===== src/audio_settings.svh =====
`ifndef AUDIO_SETTINGS_SVH
`define AUDIO_SETTINGS_SVH

// Number of DMA commands that software can queue.
`define AUDIO_CMDQ_DEPTH 4

// Number of stereo frames buffered ahead of playback.
`define AUDIO_FIFO_DEPTH 4

// Right shift after the volume multiply.
// With a 4-bit volume this gives a gain of value/16.
`define AUDIO_VOLUME_SHIFT 4

`endif


===== src/audio_pkg.sv =====
package audio_pkg;

	// One signed PCM sample.
	typedef logic signed [15:0] sample_t;

	// Left sample in the upper half, right sample in the lower half.
	typedef logic [31:0] frame_t;

	// Gain of value/16.
	typedef logic [3:0] volume_t;

	// Steps of the serialized volume multiply.
	typedef enum logic [1:0] {
		play_idle,
		play_mul_left,
		play_mul_right,
		play_emit
	} play_step_t;

endpackage


===== src/dma_pkg.sv =====
package dma_pkg;

	// Byte address on the Wishbone bus.
	typedef logic [31:0] bus_addr_t;

	// One Wishbone data word.
	typedef logic [31:0] bus_data_t;

	// Mono counts 16-bit samples, stereo counts frames.
	typedef logic [23:0] sample_count_t;

	typedef enum logic [2:0] {
		fetch_idle,
		fetch_wait_room,
		fetch_bus_read,
		fetch_push_low,
		fetch_push_high
	} fetch_state_t;

endpackage


===== src/dma_cmd_if.sv =====
`timescale 1ns/1ps

interface dma_cmd_if import dma_pkg::*; ();

	// Head command of the queue.
	logic          valid;
	logic          stereo;
	bus_addr_t     address;
	sample_count_t count;

	// One-cycle pulse after a replace.
	logic          flush;

	// Fetcher is ready for a new command.
	logic          take;

	modport queue (output valid, stereo, address, count, flush, input take);

	modport fetch (input valid, stereo, address, count, flush, output take);

endinterface


===== src/audio_cmd_queue.sv =====
`timescale 1ns/1ps
`include "audio_settings.svh"

module audio_cmd_queue import dma_pkg::*; #(
	parameter int depth = `AUDIO_CMDQ_DEPTH
) (
	input  logic          i_clock,
	input  logic          i_rst_n,
	input  logic          i_setup_valid,
	input  logic          i_setup_replace,
	input  logic          i_setup_stereo,
	input  bus_addr_t     i_setup_address,
	input  sample_count_t i_setup_count,
	dma_cmd_if.queue      cmd,
	output logic          o_pending
);

	localparam int ptr_w = $clog2(depth);
	localparam int used_w = $clog2(depth + 1);

	logic          stereo_mem [depth];
	bus_addr_t     address_mem [depth];
	sample_count_t count_mem [depth];

	logic [ptr_w-1:0]  wr_ptr;
	logic [ptr_w-1:0]  rd_ptr;
	logic [used_w-1:0] used;
	logic              do_replace;
	logic              do_append;
	logic              do_pop;

	assign do_replace = i_setup_valid && i_setup_replace;
	assign do_append = i_setup_valid && !i_setup_replace && (used != used_w'(depth));
	assign do_pop = cmd.valid && cmd.take;

	always_ff @(posedge i_clock) begin
		if (!i_rst_n) begin
			wr_ptr <= '0;
			rd_ptr <= '0;
			used <= '0;
			cmd.flush <= 1'b0;
		end else begin
			cmd.flush <= do_replace;
			if (do_replace) begin
				// New command becomes the only entry, in slot 0.
				wr_ptr <= ptr_w'(1);
				rd_ptr <= '0;
				used <= used_w'(1);
			end else begin
				if (do_append)
					wr_ptr <= (wr_ptr == ptr_w'(depth - 1)) ? '0 : wr_ptr + 1'b1;
				if (do_pop)
					rd_ptr <= (rd_ptr == ptr_w'(depth - 1)) ? '0 : rd_ptr + 1'b1;
				used <= used + used_w'(do_append) - used_w'(do_pop);
			end
		end
	end

	always_ff @(posedge i_clock) begin
		if (do_replace || do_append) begin
			stereo_mem[do_replace ? '0 : wr_ptr] <= i_setup_stereo;
			address_mem[do_replace ? '0 : wr_ptr] <= i_setup_address;
			count_mem[do_replace ? '0 : wr_ptr] <= i_setup_count;
		end
	end

	assign cmd.valid = (used != '0);
	assign cmd.stereo = stereo_mem[rd_ptr];
	assign cmd.address = address_mem[rd_ptr];
	assign cmd.count = count_mem[rd_ptr];
	assign o_pending = (used != '0);

	a_used_bound: assert property (@(posedge i_clock) disable iff (!i_rst_n)
		used <= used_w'(depth));

endmodule


===== src/audio_sample_fifo.sv =====
`timescale 1ns/1ps
`include "audio_settings.svh"

module audio_sample_fifo import audio_pkg::*; #(
	parameter int depth = `AUDIO_FIFO_DEPTH,
	parameter int free_w = $clog2(depth + 1)
) (
	input  logic              i_clock,
	input  logic              i_rst_n,
	input  logic              i_push,
	input  frame_t            i_frame,
	output logic [free_w-1:0] o_free,
	input  logic              i_pop,
	output frame_t            o_frame,
	output logic              o_empty
);

	localparam int ptr_w = $clog2(depth);

	frame_t            mem [depth];
	logic [ptr_w-1:0]  wr_ptr;
	logic [ptr_w-1:0]  rd_ptr;
	logic [free_w-1:0] used;

	always_ff @(posedge i_clock) begin
		if (!i_rst_n) begin
			wr_ptr <= '0;
			rd_ptr <= '0;
			used <= '0;
		end else begin
			if (i_push)
				wr_ptr <= (wr_ptr == ptr_w'(depth - 1)) ? '0 : wr_ptr + 1'b1;
			if (i_pop)
				rd_ptr <= (rd_ptr == ptr_w'(depth - 1)) ? '0 : rd_ptr + 1'b1;
			used <= used + free_w'(i_push) - free_w'(i_pop);
		end
	end

	// Read port is registered, data follows pop by one cycle.
	always_ff @(posedge i_clock) begin
		if (i_push)
			mem[wr_ptr] <= i_frame;
		if (i_pop)
			o_frame <= mem[rd_ptr];
	end

	assign o_empty = (used == '0);
	assign o_free = free_w'(depth) - used;

	a_no_overflow: assert property (@(posedge i_clock) disable iff (!i_rst_n)
		i_push |-> (used != free_w'(depth)));

	a_no_underflow: assert property (@(posedge i_clock) disable iff (!i_rst_n)
		i_pop |-> (used != '0));

endmodule


===== src/audio_dma_fetch.sv =====
`timescale 1ns/1ps
`include "audio_settings.svh"

module audio_dma_fetch import audio_pkg::*; import dma_pkg::*; #(
	parameter int free_w = $clog2(`AUDIO_FIFO_DEPTH + 1)
) (
	input  logic              i_clock,
	input  logic              i_rst_n,
	dma_cmd_if.fetch          cmd,
	output logic              o_wb_cyc,
	output logic              o_wb_stb,
	output bus_addr_t         o_wb_adr,
	input  logic              i_wb_ack,
	input  bus_data_t         i_wb_dat,
	input  logic [free_w-1:0] i_fifo_free,
	output logic              o_push,
	output frame_t            o_frame,
	output logic              o_active
);

	fetch_state_t  state;
	logic          stereo_q;
	bus_addr_t     addr_q;
	sample_count_t count_q;
	bus_data_t     word_q;
	logic          flush_q;
	logic          room;
	logic          stop;

	// Mono unpacks into two frames, stereo into one.
	assign room = stereo_q ? (i_fifo_free >= free_w'(1)) : (i_fifo_free >= free_w'(2));
	assign stop = flush_q || cmd.flush;

	always_ff @(posedge i_clock) begin
		if (!i_rst_n) begin
			state <= fetch_idle;
			stereo_q <= 1'b0;
			addr_q <= '0;
			count_q <= '0;
			flush_q <= 1'b0;
		end else begin
			// A flush seen mid-command is held until the bus is idle.
			flush_q <= (state != fetch_idle) && stop;
			case (state)
				fetch_idle: begin
					if (cmd.valid) begin
						stereo_q <= cmd.stereo;
						addr_q <= cmd.address;
						count_q <= cmd.count;
						state <= fetch_wait_room;
					end
				end
				fetch_wait_room: begin
					if (stop || count_q == '0)
						state <= fetch_idle;
					else if (room)
						state <= fetch_bus_read;
				end
				fetch_bus_read: begin
					if (i_wb_ack) begin
						addr_q <= addr_q + bus_addr_t'(4);
						state <= fetch_push_low;
					end
				end
				fetch_push_low: begin
					count_q <= count_q - 1'b1;
					// Odd mono count skips the upper half of the last word.
					if (stereo_q || count_q == sample_count_t'(1))
						state <= fetch_wait_room;
					else
						state <= fetch_push_high;
				end
				fetch_push_high: begin
					count_q <= count_q - 1'b1;
					state <= fetch_wait_room;
				end
				default: state <= fetch_idle;
			endcase
		end
	end

	// Bus word is captured in the acknowledge cycle.
	always_ff @(posedge i_clock) begin
		if (state == fetch_bus_read && i_wb_ack)
			word_q <= i_wb_dat;
	end

	always_comb begin
		if (stereo_q)
			o_frame = word_q;
		else if (state == fetch_push_high)
			o_frame = {word_q[31:16], word_q[31:16]};
		else
			o_frame = {word_q[15:0], word_q[15:0]};
	end

	assign o_wb_cyc = (state == fetch_bus_read);
	assign o_wb_stb = (state == fetch_bus_read);
	assign o_wb_adr = addr_q;
	assign o_push = (state == fetch_push_low) || (state == fetch_push_high);
	assign o_active = (state != fetch_idle);
	assign cmd.take = (state == fetch_idle);

	a_adr_stable: assert property (@(posedge i_clock) disable iff (!i_rst_n)
		(o_wb_stb && !i_wb_ack) |=> (o_wb_stb && $stable(o_wb_adr)));

endmodule


===== src/audio_playback.sv =====
`timescale 1ns/1ps
`include "audio_settings.svh"

module audio_playback import audio_pkg::*; (
	input  logic    i_clock,
	input  logic    i_rst_n,
	input  logic    i_sample_clock,
	input  volume_t i_volume,
	input  logic    i_fifo_empty,
	output logic    o_pop,
	input  frame_t  i_frame,
	output sample_t o_left,
	output sample_t o_right
);

	localparam int prod_w = $bits(sample_t) + $bits(volume_t) + 1;

	logic                     sclk_q;
	logic                     sclk_prev;
	logic                     change;
	play_step_t               step;
	sample_t                  mul_in;
	sample_t                  left_hold;
	sample_t                  scaled;
	logic signed [prod_w-1:0] prod;

	assign change = (sclk_q != sclk_prev);
	assign o_pop = change && !i_fifo_empty;

	// One multiplier, left half first and right half next.
	assign mul_in = (step == play_mul_left) ? sample_t'(i_frame[31:16]) :
		sample_t'(i_frame[15:0]);
	assign scaled = sample_t'(prod >>> `AUDIO_VOLUME_SHIFT);

	always_ff @(posedge i_clock) begin
		prod <= mul_in * $signed({1'b0, i_volume});
		if (step == play_mul_right)
			left_hold <= scaled;
	end

	always_ff @(posedge i_clock) begin
		if (!i_rst_n) begin
			sclk_q <= 1'b0;
			sclk_prev <= 1'b0;
			step <= play_idle;
			o_left <= '0;
			o_right <= '0;
		end else begin
			sclk_q <= i_sample_clock;
			sclk_prev <= sclk_q;
			// Popped frame is on i_frame in the mul_left step.
			if (o_pop) begin
				step <= play_mul_left;
			end else begin
				case (step)
					play_mul_left: step <= play_mul_right;
					play_mul_right: step <= play_emit;
					play_emit: begin
						o_left <= left_hold;
						o_right <= scaled;
						step <= play_idle;
					end
					default: step <= play_idle;
				endcase
			end
			// Underrun plays silence.
			if (change && i_fifo_empty) begin
				o_left <= '0;
				o_right <= '0;
			end
		end
	end

endmodule


===== src/audio_channel.sv =====
`timescale 1ns/1ps
`include "audio_settings.svh"

module audio_channel import audio_pkg::*; import dma_pkg::*; (
	input  logic          i_clock,
	input  logic          i_rst_n,
	input  logic          i_setup_valid,
	input  logic          i_setup_replace,
	input  logic          i_setup_stereo,
	input  bus_addr_t     i_setup_address,
	input  sample_count_t i_setup_count,
	output logic          o_wb_cyc,
	output logic          o_wb_stb,
	output bus_addr_t     o_wb_adr,
	input  logic          i_wb_ack,
	input  bus_data_t     i_wb_dat,
	input  volume_t       i_volume,
	input  logic          i_sample_clock,
	output sample_t       o_sample_left,
	output sample_t       o_sample_right,
	output logic          o_busy
);

	localparam int free_w = $clog2(`AUDIO_FIFO_DEPTH + 1);

	logic              cmd_pending;
	logic              fetch_active;
	logic              fifo_push;
	logic              fifo_pop;
	logic              fifo_empty;
	logic [free_w-1:0] fifo_free;
	frame_t            push_frame;
	frame_t            pop_frame;

	dma_cmd_if cmd_bus ();

	audio_cmd_queue audio_cmd_queue_inst (
		.i_clock(i_clock),
		.i_rst_n(i_rst_n),
		.i_setup_valid(i_setup_valid),
		.i_setup_replace(i_setup_replace),
		.i_setup_stereo(i_setup_stereo),
		.i_setup_address(i_setup_address),
		.i_setup_count(i_setup_count),
		.cmd(cmd_bus),
		.o_pending(cmd_pending)
	);

	audio_dma_fetch #(.free_w(free_w)) audio_dma_fetch_inst (
		.i_clock(i_clock),
		.i_rst_n(i_rst_n),
		.cmd(cmd_bus),
		.o_wb_cyc(o_wb_cyc),
		.o_wb_stb(o_wb_stb),
		.o_wb_adr(o_wb_adr),
		.i_wb_ack(i_wb_ack),
		.i_wb_dat(i_wb_dat),
		.i_fifo_free(fifo_free),
		.o_push(fifo_push),
		.o_frame(push_frame),
		.o_active(fetch_active)
	);

	audio_sample_fifo #(.free_w(free_w)) audio_sample_fifo_inst (
		.i_clock(i_clock),
		.i_rst_n(i_rst_n),
		.i_push(fifo_push),
		.i_frame(push_frame),
		.o_free(fifo_free),
		.i_pop(fifo_pop),
		.o_frame(pop_frame),
		.o_empty(fifo_empty)
	);

	audio_playback audio_playback_inst (
		.i_clock(i_clock),
		.i_rst_n(i_rst_n),
		.i_sample_clock(i_sample_clock),
		.i_volume(i_volume),
		.i_fifo_empty(fifo_empty),
		.o_pop(fifo_pop),
		.i_frame(pop_frame),
		.o_left(o_sample_left),
		.o_right(o_sample_right)
	);

	// Busy while commands wait or the fetcher still has samples.
	assign o_busy = cmd_pending || fetch_active;

endmodule


===== config.mk =====
export PLATFORM = sky130hd
export DESIGN_NAME = audio_channel
export DESIGN_NICKNAME = d
export VERILOG_FILES = /design/src/audio_pkg.sv /design/src/dma_pkg.sv /design/src/dma_cmd_if.sv /design/src/audio_cmd_queue.sv /design/src/audio_sample_fifo.sv /design/src/audio_dma_fetch.sv /design/src/audio_playback.sv /design/src/audio_channel.sv
export VERILOG_INCLUDE_DIRS = /design/src /design/src/src
export SDC_FILE = /design/constraint.sdc
export NUM_CORES = 1
export LEC_CHECK = 0
export BUFFER_PORTS_ARGS = -buffer_cell sky130_fd_sc_hd__buf_2
export CORE_MARGIN = 2
export CORE_UTILIZATION = 35
export DETAILED_ROUTE_END_ITERATION = 10
export PLACE_DENSITY = 0.6
export SYNTH_ARGS = -nofsm -noshare
export SYNTH_HDL_FRONTEND = slang
export SYNTH_HIERARCHICAL = 1
export SYNTH_SLANG_ARGS = --single-unit

===== constraint.sdc =====
create_clock -name i_clock -period 5.4 [get_ports i_clock]
set_input_delay 0.54 -clock i_clock [delete_from_list [all_inputs] [get_ports i_clock]]
set_output_delay 0.54 -clock i_clock [all_outputs]
set_load 0.02 [all_outputs]

=== Word level (Yosys, flattened, before mapping) ===
Memory sizes are Yosys's and may differ from the RTL's. A register that Yosys moved wholly into a read port is not among the register bits.
Cells that the tools add are included.

* Register bits: 179
* Bits in writable memories: 356
* Bits of input ports: 99
* Word-level logic and storage cells: 126
* Memories kept: 4

{| class="wikitable"
|+ Memory list
! name !! words !! bits a word !! read ports !! clocked after memory_dff !! write ports !! line !! text
|-
| audio_cmd_queue_inst.address_mem || 4 || 32 || 1 || 1 || 1 || audio_cmd_queue.sv:22 || <nowiki>bus_addr_t address_mem [depth];</nowiki>
|-
| audio_sample_fifo_inst.mem || 4 || 32 || 1 || 1 || 1 || audio_sample_fifo.sv:20 || <nowiki>frame_t mem [depth];</nowiki>
|-
| audio_cmd_queue_inst.count_mem || 4 || 24 || 1 || 1 || 1 || audio_cmd_queue.sv:23 || <nowiki>sample_count_t count_mem [depth];</nowiki>
|-
| audio_cmd_queue_inst.stereo_mem || 4 || 1 || 1 || 1 || 1 || audio_cmd_queue.sv:21 || <nowiki>logic stereo_mem [depth];</nowiki>
|}

* Add/sub/neg operators: 11
* Multiply operators: 1
* $lt $le $gt $ge: 2
* Equality and inequality tests: 17
* Mux-type cells: 33
* Bitwise logic cells: 2
* Reductions and logical operators: 34

{| class="wikitable"
|+ Operators by type and width
! kind !! number
|-
| 32-bit two-way mux || 4
|-
| 32-bit case mux with 2 select lines || 1
|-
| 24-bit case mux with 2 select lines || 1
|-
| 32-bit by 3-bit adder with 32-bit output (second input constant) || 1
|-
| 24-bit by 1-bit equality test with 1-bit output (second input constant) || 1
|-
| 24-bit zero test || 1
|-
| 24-bit two-way mux || 1
|-
| 24-bit by 1-bit subtractor with 24-bit output (second input constant) || 1
|-
| 16-bit by 5-bit multiplier with 20-bit output || 1
|-
| 2-bit two-way mux || 9
|-
| 16-bit two-way mux || 1
|-
| 3-bit two-way mux || 5
|-
| 3-bit case mux with 5 select lines || 1
|-
| 2-bit equality test (second input constant) || 6
|-
| 1-bit two-way mux || 9
|-
| 2-bit by 1-bit adder with 2-bit output (second input constant) || 4
|-
| 1-bit logical AND || 8
|-
| 2-bit OR reduction || 4
|-
| 3-bit by 1-bit adder with 3-bit output || 2
|-
| 3-bit by 2-bit equality test with 1-bit output (second input constant) || 2
|-
| 3-bit zero test || 2
|-
| 1-bit logical OR || 6
|-
| 2-bit AND reduction || 3
|-
| 3-bit AND reduction || 2
|-
| 16 further kinds || 24
|}

=== Logic depth before layout (Yosys ltp) ===
* Word-level depth: 6
* Gate-level depth with buffers: 19
* Gate-level depth less buffers: 16

=== Cells and area by module ===
The synthesis kept the hierarchy.

{| class="wikitable"
|+ By module, submodules not included
! module !! times used !! cells each !! area each (µm²) !! sequential area each (µm²)
|-
| audio_cmd_queue || 1 || 352 || 8720.9 || 7046.8
|-
| audio_sample_fifo || 1 || 245 || 6043.3 || 4944.7
|-
| audio_dma_fetch || 1 || 545 || 4978.5 || 2182.1
|-
| audio_playback || 1 || 534 || 4727.0 || 1521.5
|-
| audio_channel || 1 || 1 || 6.3 || 0.0
|}

=== Least setup slack after synthesis ===
Ideal clock, no wire load.

* Path type: input-to-reg
* Start point: input i_setup_replace
* End point: memory audio_cmd_queue_inst/address_mem[1][0] (netlist bit), enable pin
* Setup time: 554 ps
* Arrival time: 5004 ps
* Required time: 4846 ps
* Path slack: -158 ps
* Stages: 4
* Buffers on the path: 0
* Cells stage by stage: inv_1 > and3_4 > inv_1 > nor3b_1

* Longest elaborated chain between the ends: 6

{| class="wikitable"
|+ RTL lines
! what !! line !! text
|-
| start: declaration || audio_channel.sv:8 || <nowiki>input logic i_setup_replace,</nowiki>
|-
| 1-bit zero test || audio_cmd_queue.sv:33 || <nowiki>assign do_append = i_setup_valid && !i_setup_replace && (used != used_w'(depth));</nowiki>
|-
| 1-bit logical AND (2 in series) || audio_cmd_queue.sv:33 ||
|-
| 1-bit logical OR || audio_cmd_queue.sv:60 || <nowiki>if (do_replace || do_append) begin</nowiki>
|-
| 1-bit two-way mux || audio_cmd_queue.sv:60 ||
|-
| 1-bit two-way mux || audio_cmd_queue.sv:62 || <nowiki>address_mem[do_replace ? '0 : wr_ptr] <= i_setup_address;</nowiki>
|-
| end: declaration || audio_cmd_queue.sv:22 ||
|}

Parallel ways exist; a longest one is shown, timed or not.

=== Final worst setup path ===
* Start point: register audio_playback_inst.step[1]
* End point: register audio_playback_inst.prod[17]

* Longest elaborated chain between the ends: 3

{| class="wikitable"
|+ RTL lines
! what !! line !! text
|-
| start: declaration || audio_playback.sv:21 || <nowiki>play_step_t step;</nowiki>
|-
| start signal: assignment || audio_playback.sv:45 || <nowiki>step <= play_idle;</nowiki>
|-
| start signal: assignment || audio_playback.sv:53 || <nowiki>step <= play_mul_left;</nowiki>
|-
| start signal: assignment || audio_playback.sv:56 || <nowiki>play_mul_left: step <= play_mul_right;</nowiki>
|-
| 2-bit by 1-bit equality test with 1-bit output || audio_playback.sv:31 || <nowiki>assign mul_in = (step == play_mul_left) ? sample_t'(i_frame[31:16]) :</nowiki>
|-
| 16-bit two-way mux || audio_playback.sv:31 ||
|-
| 16-bit by 5-bit multiplier with 20-bit output || audio_playback.sv:36 || <nowiki>prod <= mul_in * $signed({1'b0, i_volume});</nowiki>
|-
| end signal: assignment || audio_playback.sv:36 ||
|-
| end: declaration || audio_playback.sv:25 || <nowiki>logic signed [prod_w-1:0] prod;</nowiki>
|}

Every way passes these cells.
A chain may end at the register's enable or synchronous reset.

==> metrics.txt <==
Post-Route Setup TNS=0 ns; overall track demand over capacity in global routing=14.5%; endpoint class of the critical path=flop; share of synthesized area occupied by flip-flops and latches=64.1%; count of maximum capacitance violations=0; number of port buffers=165; count of H-tree levels built during CTS=2; buffers from clock root to sink, at most=3; final net count=just over 2000; insertion delay to the later sink of the worst-skew pair=0.65 ns; number of flip-flops and latches in the synthesized netlist=566; sequential group share of total power=slightly above 40%; cell count after synthesis=1677; Initial Utilization=35.5%; power density relative to cell area=505 nW/µm²; area of the core region=68900 µm²; total power consumption of the routed design=0.0143 W; area share of the leading cell type in the synthesized netlist=a little over half; share of total power consumed by net switching=33.2%; Post-CTS Repair Setup Buffers=0; Rows=96; final hold violation count=0; maximum net fanout on the critical path=12; Post-synth top flop=sky130_fd_sc_hd__edfxtp_1; DIE HEIGHT=268 µm; average vias per placed instance=5.02; top cells by area, synth=sky130_fd_sc_hd__edfxtp_1 53%, sky130_fd_sc_hd__dfxtp_1 11%, sky130_fd_sc_hd__mux4_2 8.0%; via count=14200; ANT nets after route=0; # setup viols final=0; post-synth net total=1865; final critical delay including setup and external delays=4.80 ns; number of detailed-route iterations in the first pass=7; transition at the pin with the smallest max-transition slack=roughly 1.1 ns; wire length of the first global-routing pass=a little over 80000 µm; count of different cell masters after synthesis=between 80 and 90; number of primary I/O pins=between 150 and 200; setup repair after global routing missed its margin=no; share of power burned in the clock network=29.5%; worst min-delay path class=in2reg; mean post-synth cell area=between 10 and 15 µm²; vias in the first global route=14200; HPWL after detailed placement=34300 µm; required arrival time at the worst endpoint=5.93 ns; Worst Setup Path Type=reg2reg; number of flops mapped to enable cells by yosys=436; number of clock sinks=566; Worst EP arrival=5.33 ns; WL per Instance=between 15 and 20 µm; Final Routed Wirelength=about 52000 µm; Net Switching=0.00475 W; largest net degree at the start of global routing=46; clk root buf=sky130_fd_sc_hd__clkbuf_16; count of pins over their slew limit=0; initial antenna violation count=10; register clock-pin slew on the reported worst setup and hold paths=around 0.060 ns; Leak=9.87 nW; number of clock buffers inserted by TritonCTS=59; combinational share of power=29.6%; Die X=268 µm; Starting DRT DRC Count=1074; count of hold-fix buffers inserted at cts=0; critical path launch point type=flop; area leader, netlist=sky130_fd_sc_hd__edfxtp_1; CTS tree=built; setup skew after layout=0.0472 ns; gp weighted congestion=0.822; share of flip-flops with an asynchronous set or reset=0%; synth warn=6; result of the run=finished, final reports clean; area of the die=just over 70000 µm²; residual overflow from global routing=0; Internal Dissipation=0.00957 W; Worst VDD drop=between 0.0003 and 0.0004 V; quantity of gates resized following cts=0; share of post-route cells with drive strength above 1=22.9%; final worst path period share=88.9%; Synth-to-Final Area Change=15.8%; detailed-route DRC error count=0; worst max-slew margin expressed relative to the limit=a little under a quarter; synthesized area=24500 µm²; upper clock frequency limit=208 MHz
synth_stat cells (4+ instances only):
master / number
sky130_fd_sc_hd__nand2b_1: 15
sky130_fd_sc_hd__a21oi_1: 89
sky130_fd_sc_hd__ha_1: 56
sky130_fd_sc_hd__and3_1: 7
sky130_fd_sc_hd__edfxtp_1: 436
sky130_fd_sc_hd__xnor2_1: 12
sky130_fd_sc_hd__or3_1: 11
sky130_fd_sc_hd__a221oi_1: 8
sky130_fd_sc_hd__mux4_2: 87
sky130_fd_sc_hd__nor3_1: 27
sky130_fd_sc_hd__nand4_1: 14
sky130_fd_sc_hd__mux2_2: 35
sky130_fd_sc_hd__a311oi_1: 7
sky130_fd_sc_hd__buf_2: 13
sky130_fd_sc_hd__buf_6: 9
sky130_fd_sc_hd__o22ai_1: 7
sky130_fd_sc_hd__dfxtp_1: 130
sky130_fd_sc_hd__nor3b_1: 7
sky130_fd_sc_hd__clkbuf_1: 49
sky130_fd_sc_hd__and4_1: 4
sky130_fd_sc_hd__xor2_1: 6
sky130_fd_sc_hd__nor2_1: 50
sky130_fd_sc_hd__nand2_1: 160
sky130_fd_sc_hd__a22oi_1: 6
sky130_fd_sc_hd__nor4_1: 16
sky130_fd_sc_hd__nand3_1: 30
sky130_fd_sc_hd__and2_1: 15
sky130_fd_sc_hd__a21o_1: 8
sky130_fd_sc_hd__inv_1: 94
sky130_fd_sc_hd__buf_4: 6
sky130_fd_sc_hd__or4_1: 6
sky130_fd_sc_hd__a31oi_1: 12
sky130_fd_sc_hd__o211ai_1: 11
sky130_fd_sc_hd__o21ai_0: 37
sky130_fd_sc_hd__fa_1: 33
sky130_fd_sc_hd__o311ai_0: 6
sky130_fd_sc_hd__mux2i_1: 32
sky130_fd_sc_hd__a211oi_1: 8
sky130_fd_sc_hd__nor2b_1: 45
sequential cells by signal, summed over array words and instances, names as in the netlist, 3 cells and up, named ones only:
register	count
audio_cmd_queue_inst/address_mem	128
audio_sample_fifo_inst/mem	128
audio_cmd_queue_inst/count_mem	96
audio_dma_fetch_inst/o_wb_adr	32
audio_dma_fetch_inst/word_q	32
audio_sample_fifo_inst/o_frame	32
audio_dma_fetch_inst/count_q	24
audio_playback_inst/left_hold	16
audio_playback_inst/o_left	16
audio_playback_inst/o_right	16
audio_playback_inst/prod	16
audio_cmd_queue_inst/stereo_mem	4
audio_cmd_queue_inst/used	3
audio_dma_fetch_inst/state	3
audio_sample_fifo_inst/used	3
worst paths after layout:
kind,slack (ns),endpoint,cells past startpoint,startpoint
max,0.60,audio_playback_inst/prod[17]$_DFF_P_,17,audio_playback_inst/step[1]$_SDFF_PP0_
min,0.08,audio_dma_fetch_inst/word_q[2]$_DFFE_PP_,1,i_wb_dat[2]
max reg2reg,0.60,audio_playback_inst/prod[17]$_DFF_P_,17,audio_playback_inst/step[1]$_SDFF_PP0_
min reg2reg,0.43,audio_playback_inst/left_hold[1]$_DFFE_PN_,0,audio_playback_inst/prod[5]$_DFF_P_
power by group through the flow:
stage	combinational, W	sequential [W]	clock (W)
final	0.00424	0.00586	0.00422
after global routing	0.00471	0.00593	0.00449
after CTS	0.00427	0.00586	0.00431
after detailed placement	0.00425	0.00595	0
after global placement	0.00417	0.00593	0
after floorplan	0.00319	0.00581	0
worst max-delay path, stage by stage, from the launching register on:
cell                       delay [ns]
sky130_fd_sc_hd__dfxtp_1         0.34
sky130_fd_sc_hd__inv_1           0.06
sky130_fd_sc_hd__ha_1            0.30
sky130_fd_sc_hd__buf_4           0.29
sky130_fd_sc_hd__mux2i_1         0.37
sky130_fd_sc_hd__nor2b_1         0.10
sky130_fd_sc_hd__ha_1            0.32
sky130_fd_sc_hd__fa_1            0.53
sky130_fd_sc_hd__inv_1           0.05
sky130_fd_sc_hd__fa_1            0.52
sky130_fd_sc_hd__inv_1           0.04
sky130_fd_sc_hd__ha_1            0.35
sky130_fd_sc_hd__a21oi_1         0.51
sky130_fd_sc_hd__o22ai_1         0.17
sky130_fd_sc_hd__nor3b_1         0.24
sky130_fd_sc_hd__nor2_1          0.10
sky130_fd_sc_hd__a211oi_1        0.26
sky130_fd_sc_hd__xnor2_1         0.15
per-layer routing:
| metal | track usage (%) | part of all wire, % | wire (µm) |
|---|---|---|---|
| met5 | 0 | 0.19 | 99 |
| met4 | 4.25 | 2.0 | 1070 |
| met1 | 18.8 | 44 | 22800 |
| met2 | 23.8 | 47 | 24800 |
| met3 | 3.96 | 7.0 | 3670 |
cells in the final DEF, fill, tap and decap left out, types with 37 or more instances in the layout:
cell and instances:
sky130_fd_sc_hd__clkbuf_16 59, sky130_fd_sc_hd__o21ai_0 37, sky130_fd_sc_hd__mux4_2 87, sky130_fd_sc_hd__ha_1 56, sky130_fd_sc_hd__dfxtp_1 127, sky130_fd_sc_hd__inv_1 94, sky130_fd_sc_hd__buf_2 165, sky130_fd_sc_hd__nor2b_1 43
sky130_fd_sc_hd__a21oi_1 89, sky130_fd_sc_hd__edfxtp_1 436, sky130_fd_sc_hd__nand2_1 160, sky130_fd_sc_hd__nor2_1 48
area by class of cell:
class	count	area (µm²)
antenna	4	10.0
clock buffer	71	1520
clock inverter	41	524
fill	6331	40600
inverter	97	364
multi-input combinational	935	8060
sequential	566	15700
tap	931	1160
timing repair buffer	190	1010
cell families (layout without fill, tap and decap cells):
group / after synthesis / after routing / share of synthesized area [%]
flip-flops: 566 / 566 / 64.1
AND/OR/NAND/NOR: 432 / 432 / 9.06
AO/OA/AOI/OAI: 237 / 237 / 6.14
buffers and inverters: 176 / 399 / 3.13
multiplexers: 158 / 158 / 11.2
adder cells (fa/ha/maj): 89 / 89 / 5.56
XOR/XNOR: 19 / 19 / 0.736
other: 0 / 4 / 0
through the flow:
| step | hold WS (ns) | cell area (µm²) | setup slack, ns | utilization (%) | cells |
|---|---|---|---|---|---|
| after floorplan | 0.408 | 24500 | -0.158 | - | 1677 |
| after global placement | 0.422 | 26300 | 0.748 | 38.1 | 2719 |
| after detailed placement | 0.421 | 26300 | 0.515 | 38.1 | 2719 |
| after CTS | 0.0468 | 28300 | 0.524 | 41.1 | 2831 |
| after global routing | 0.0532 | 28300 | 0.144 | 41.1 | 2831 |
| final | 0.0821 | 28400 | 0.600 | 41.1 | 2835 |
No activity file was read; power rests on OpenSTA's default activity.
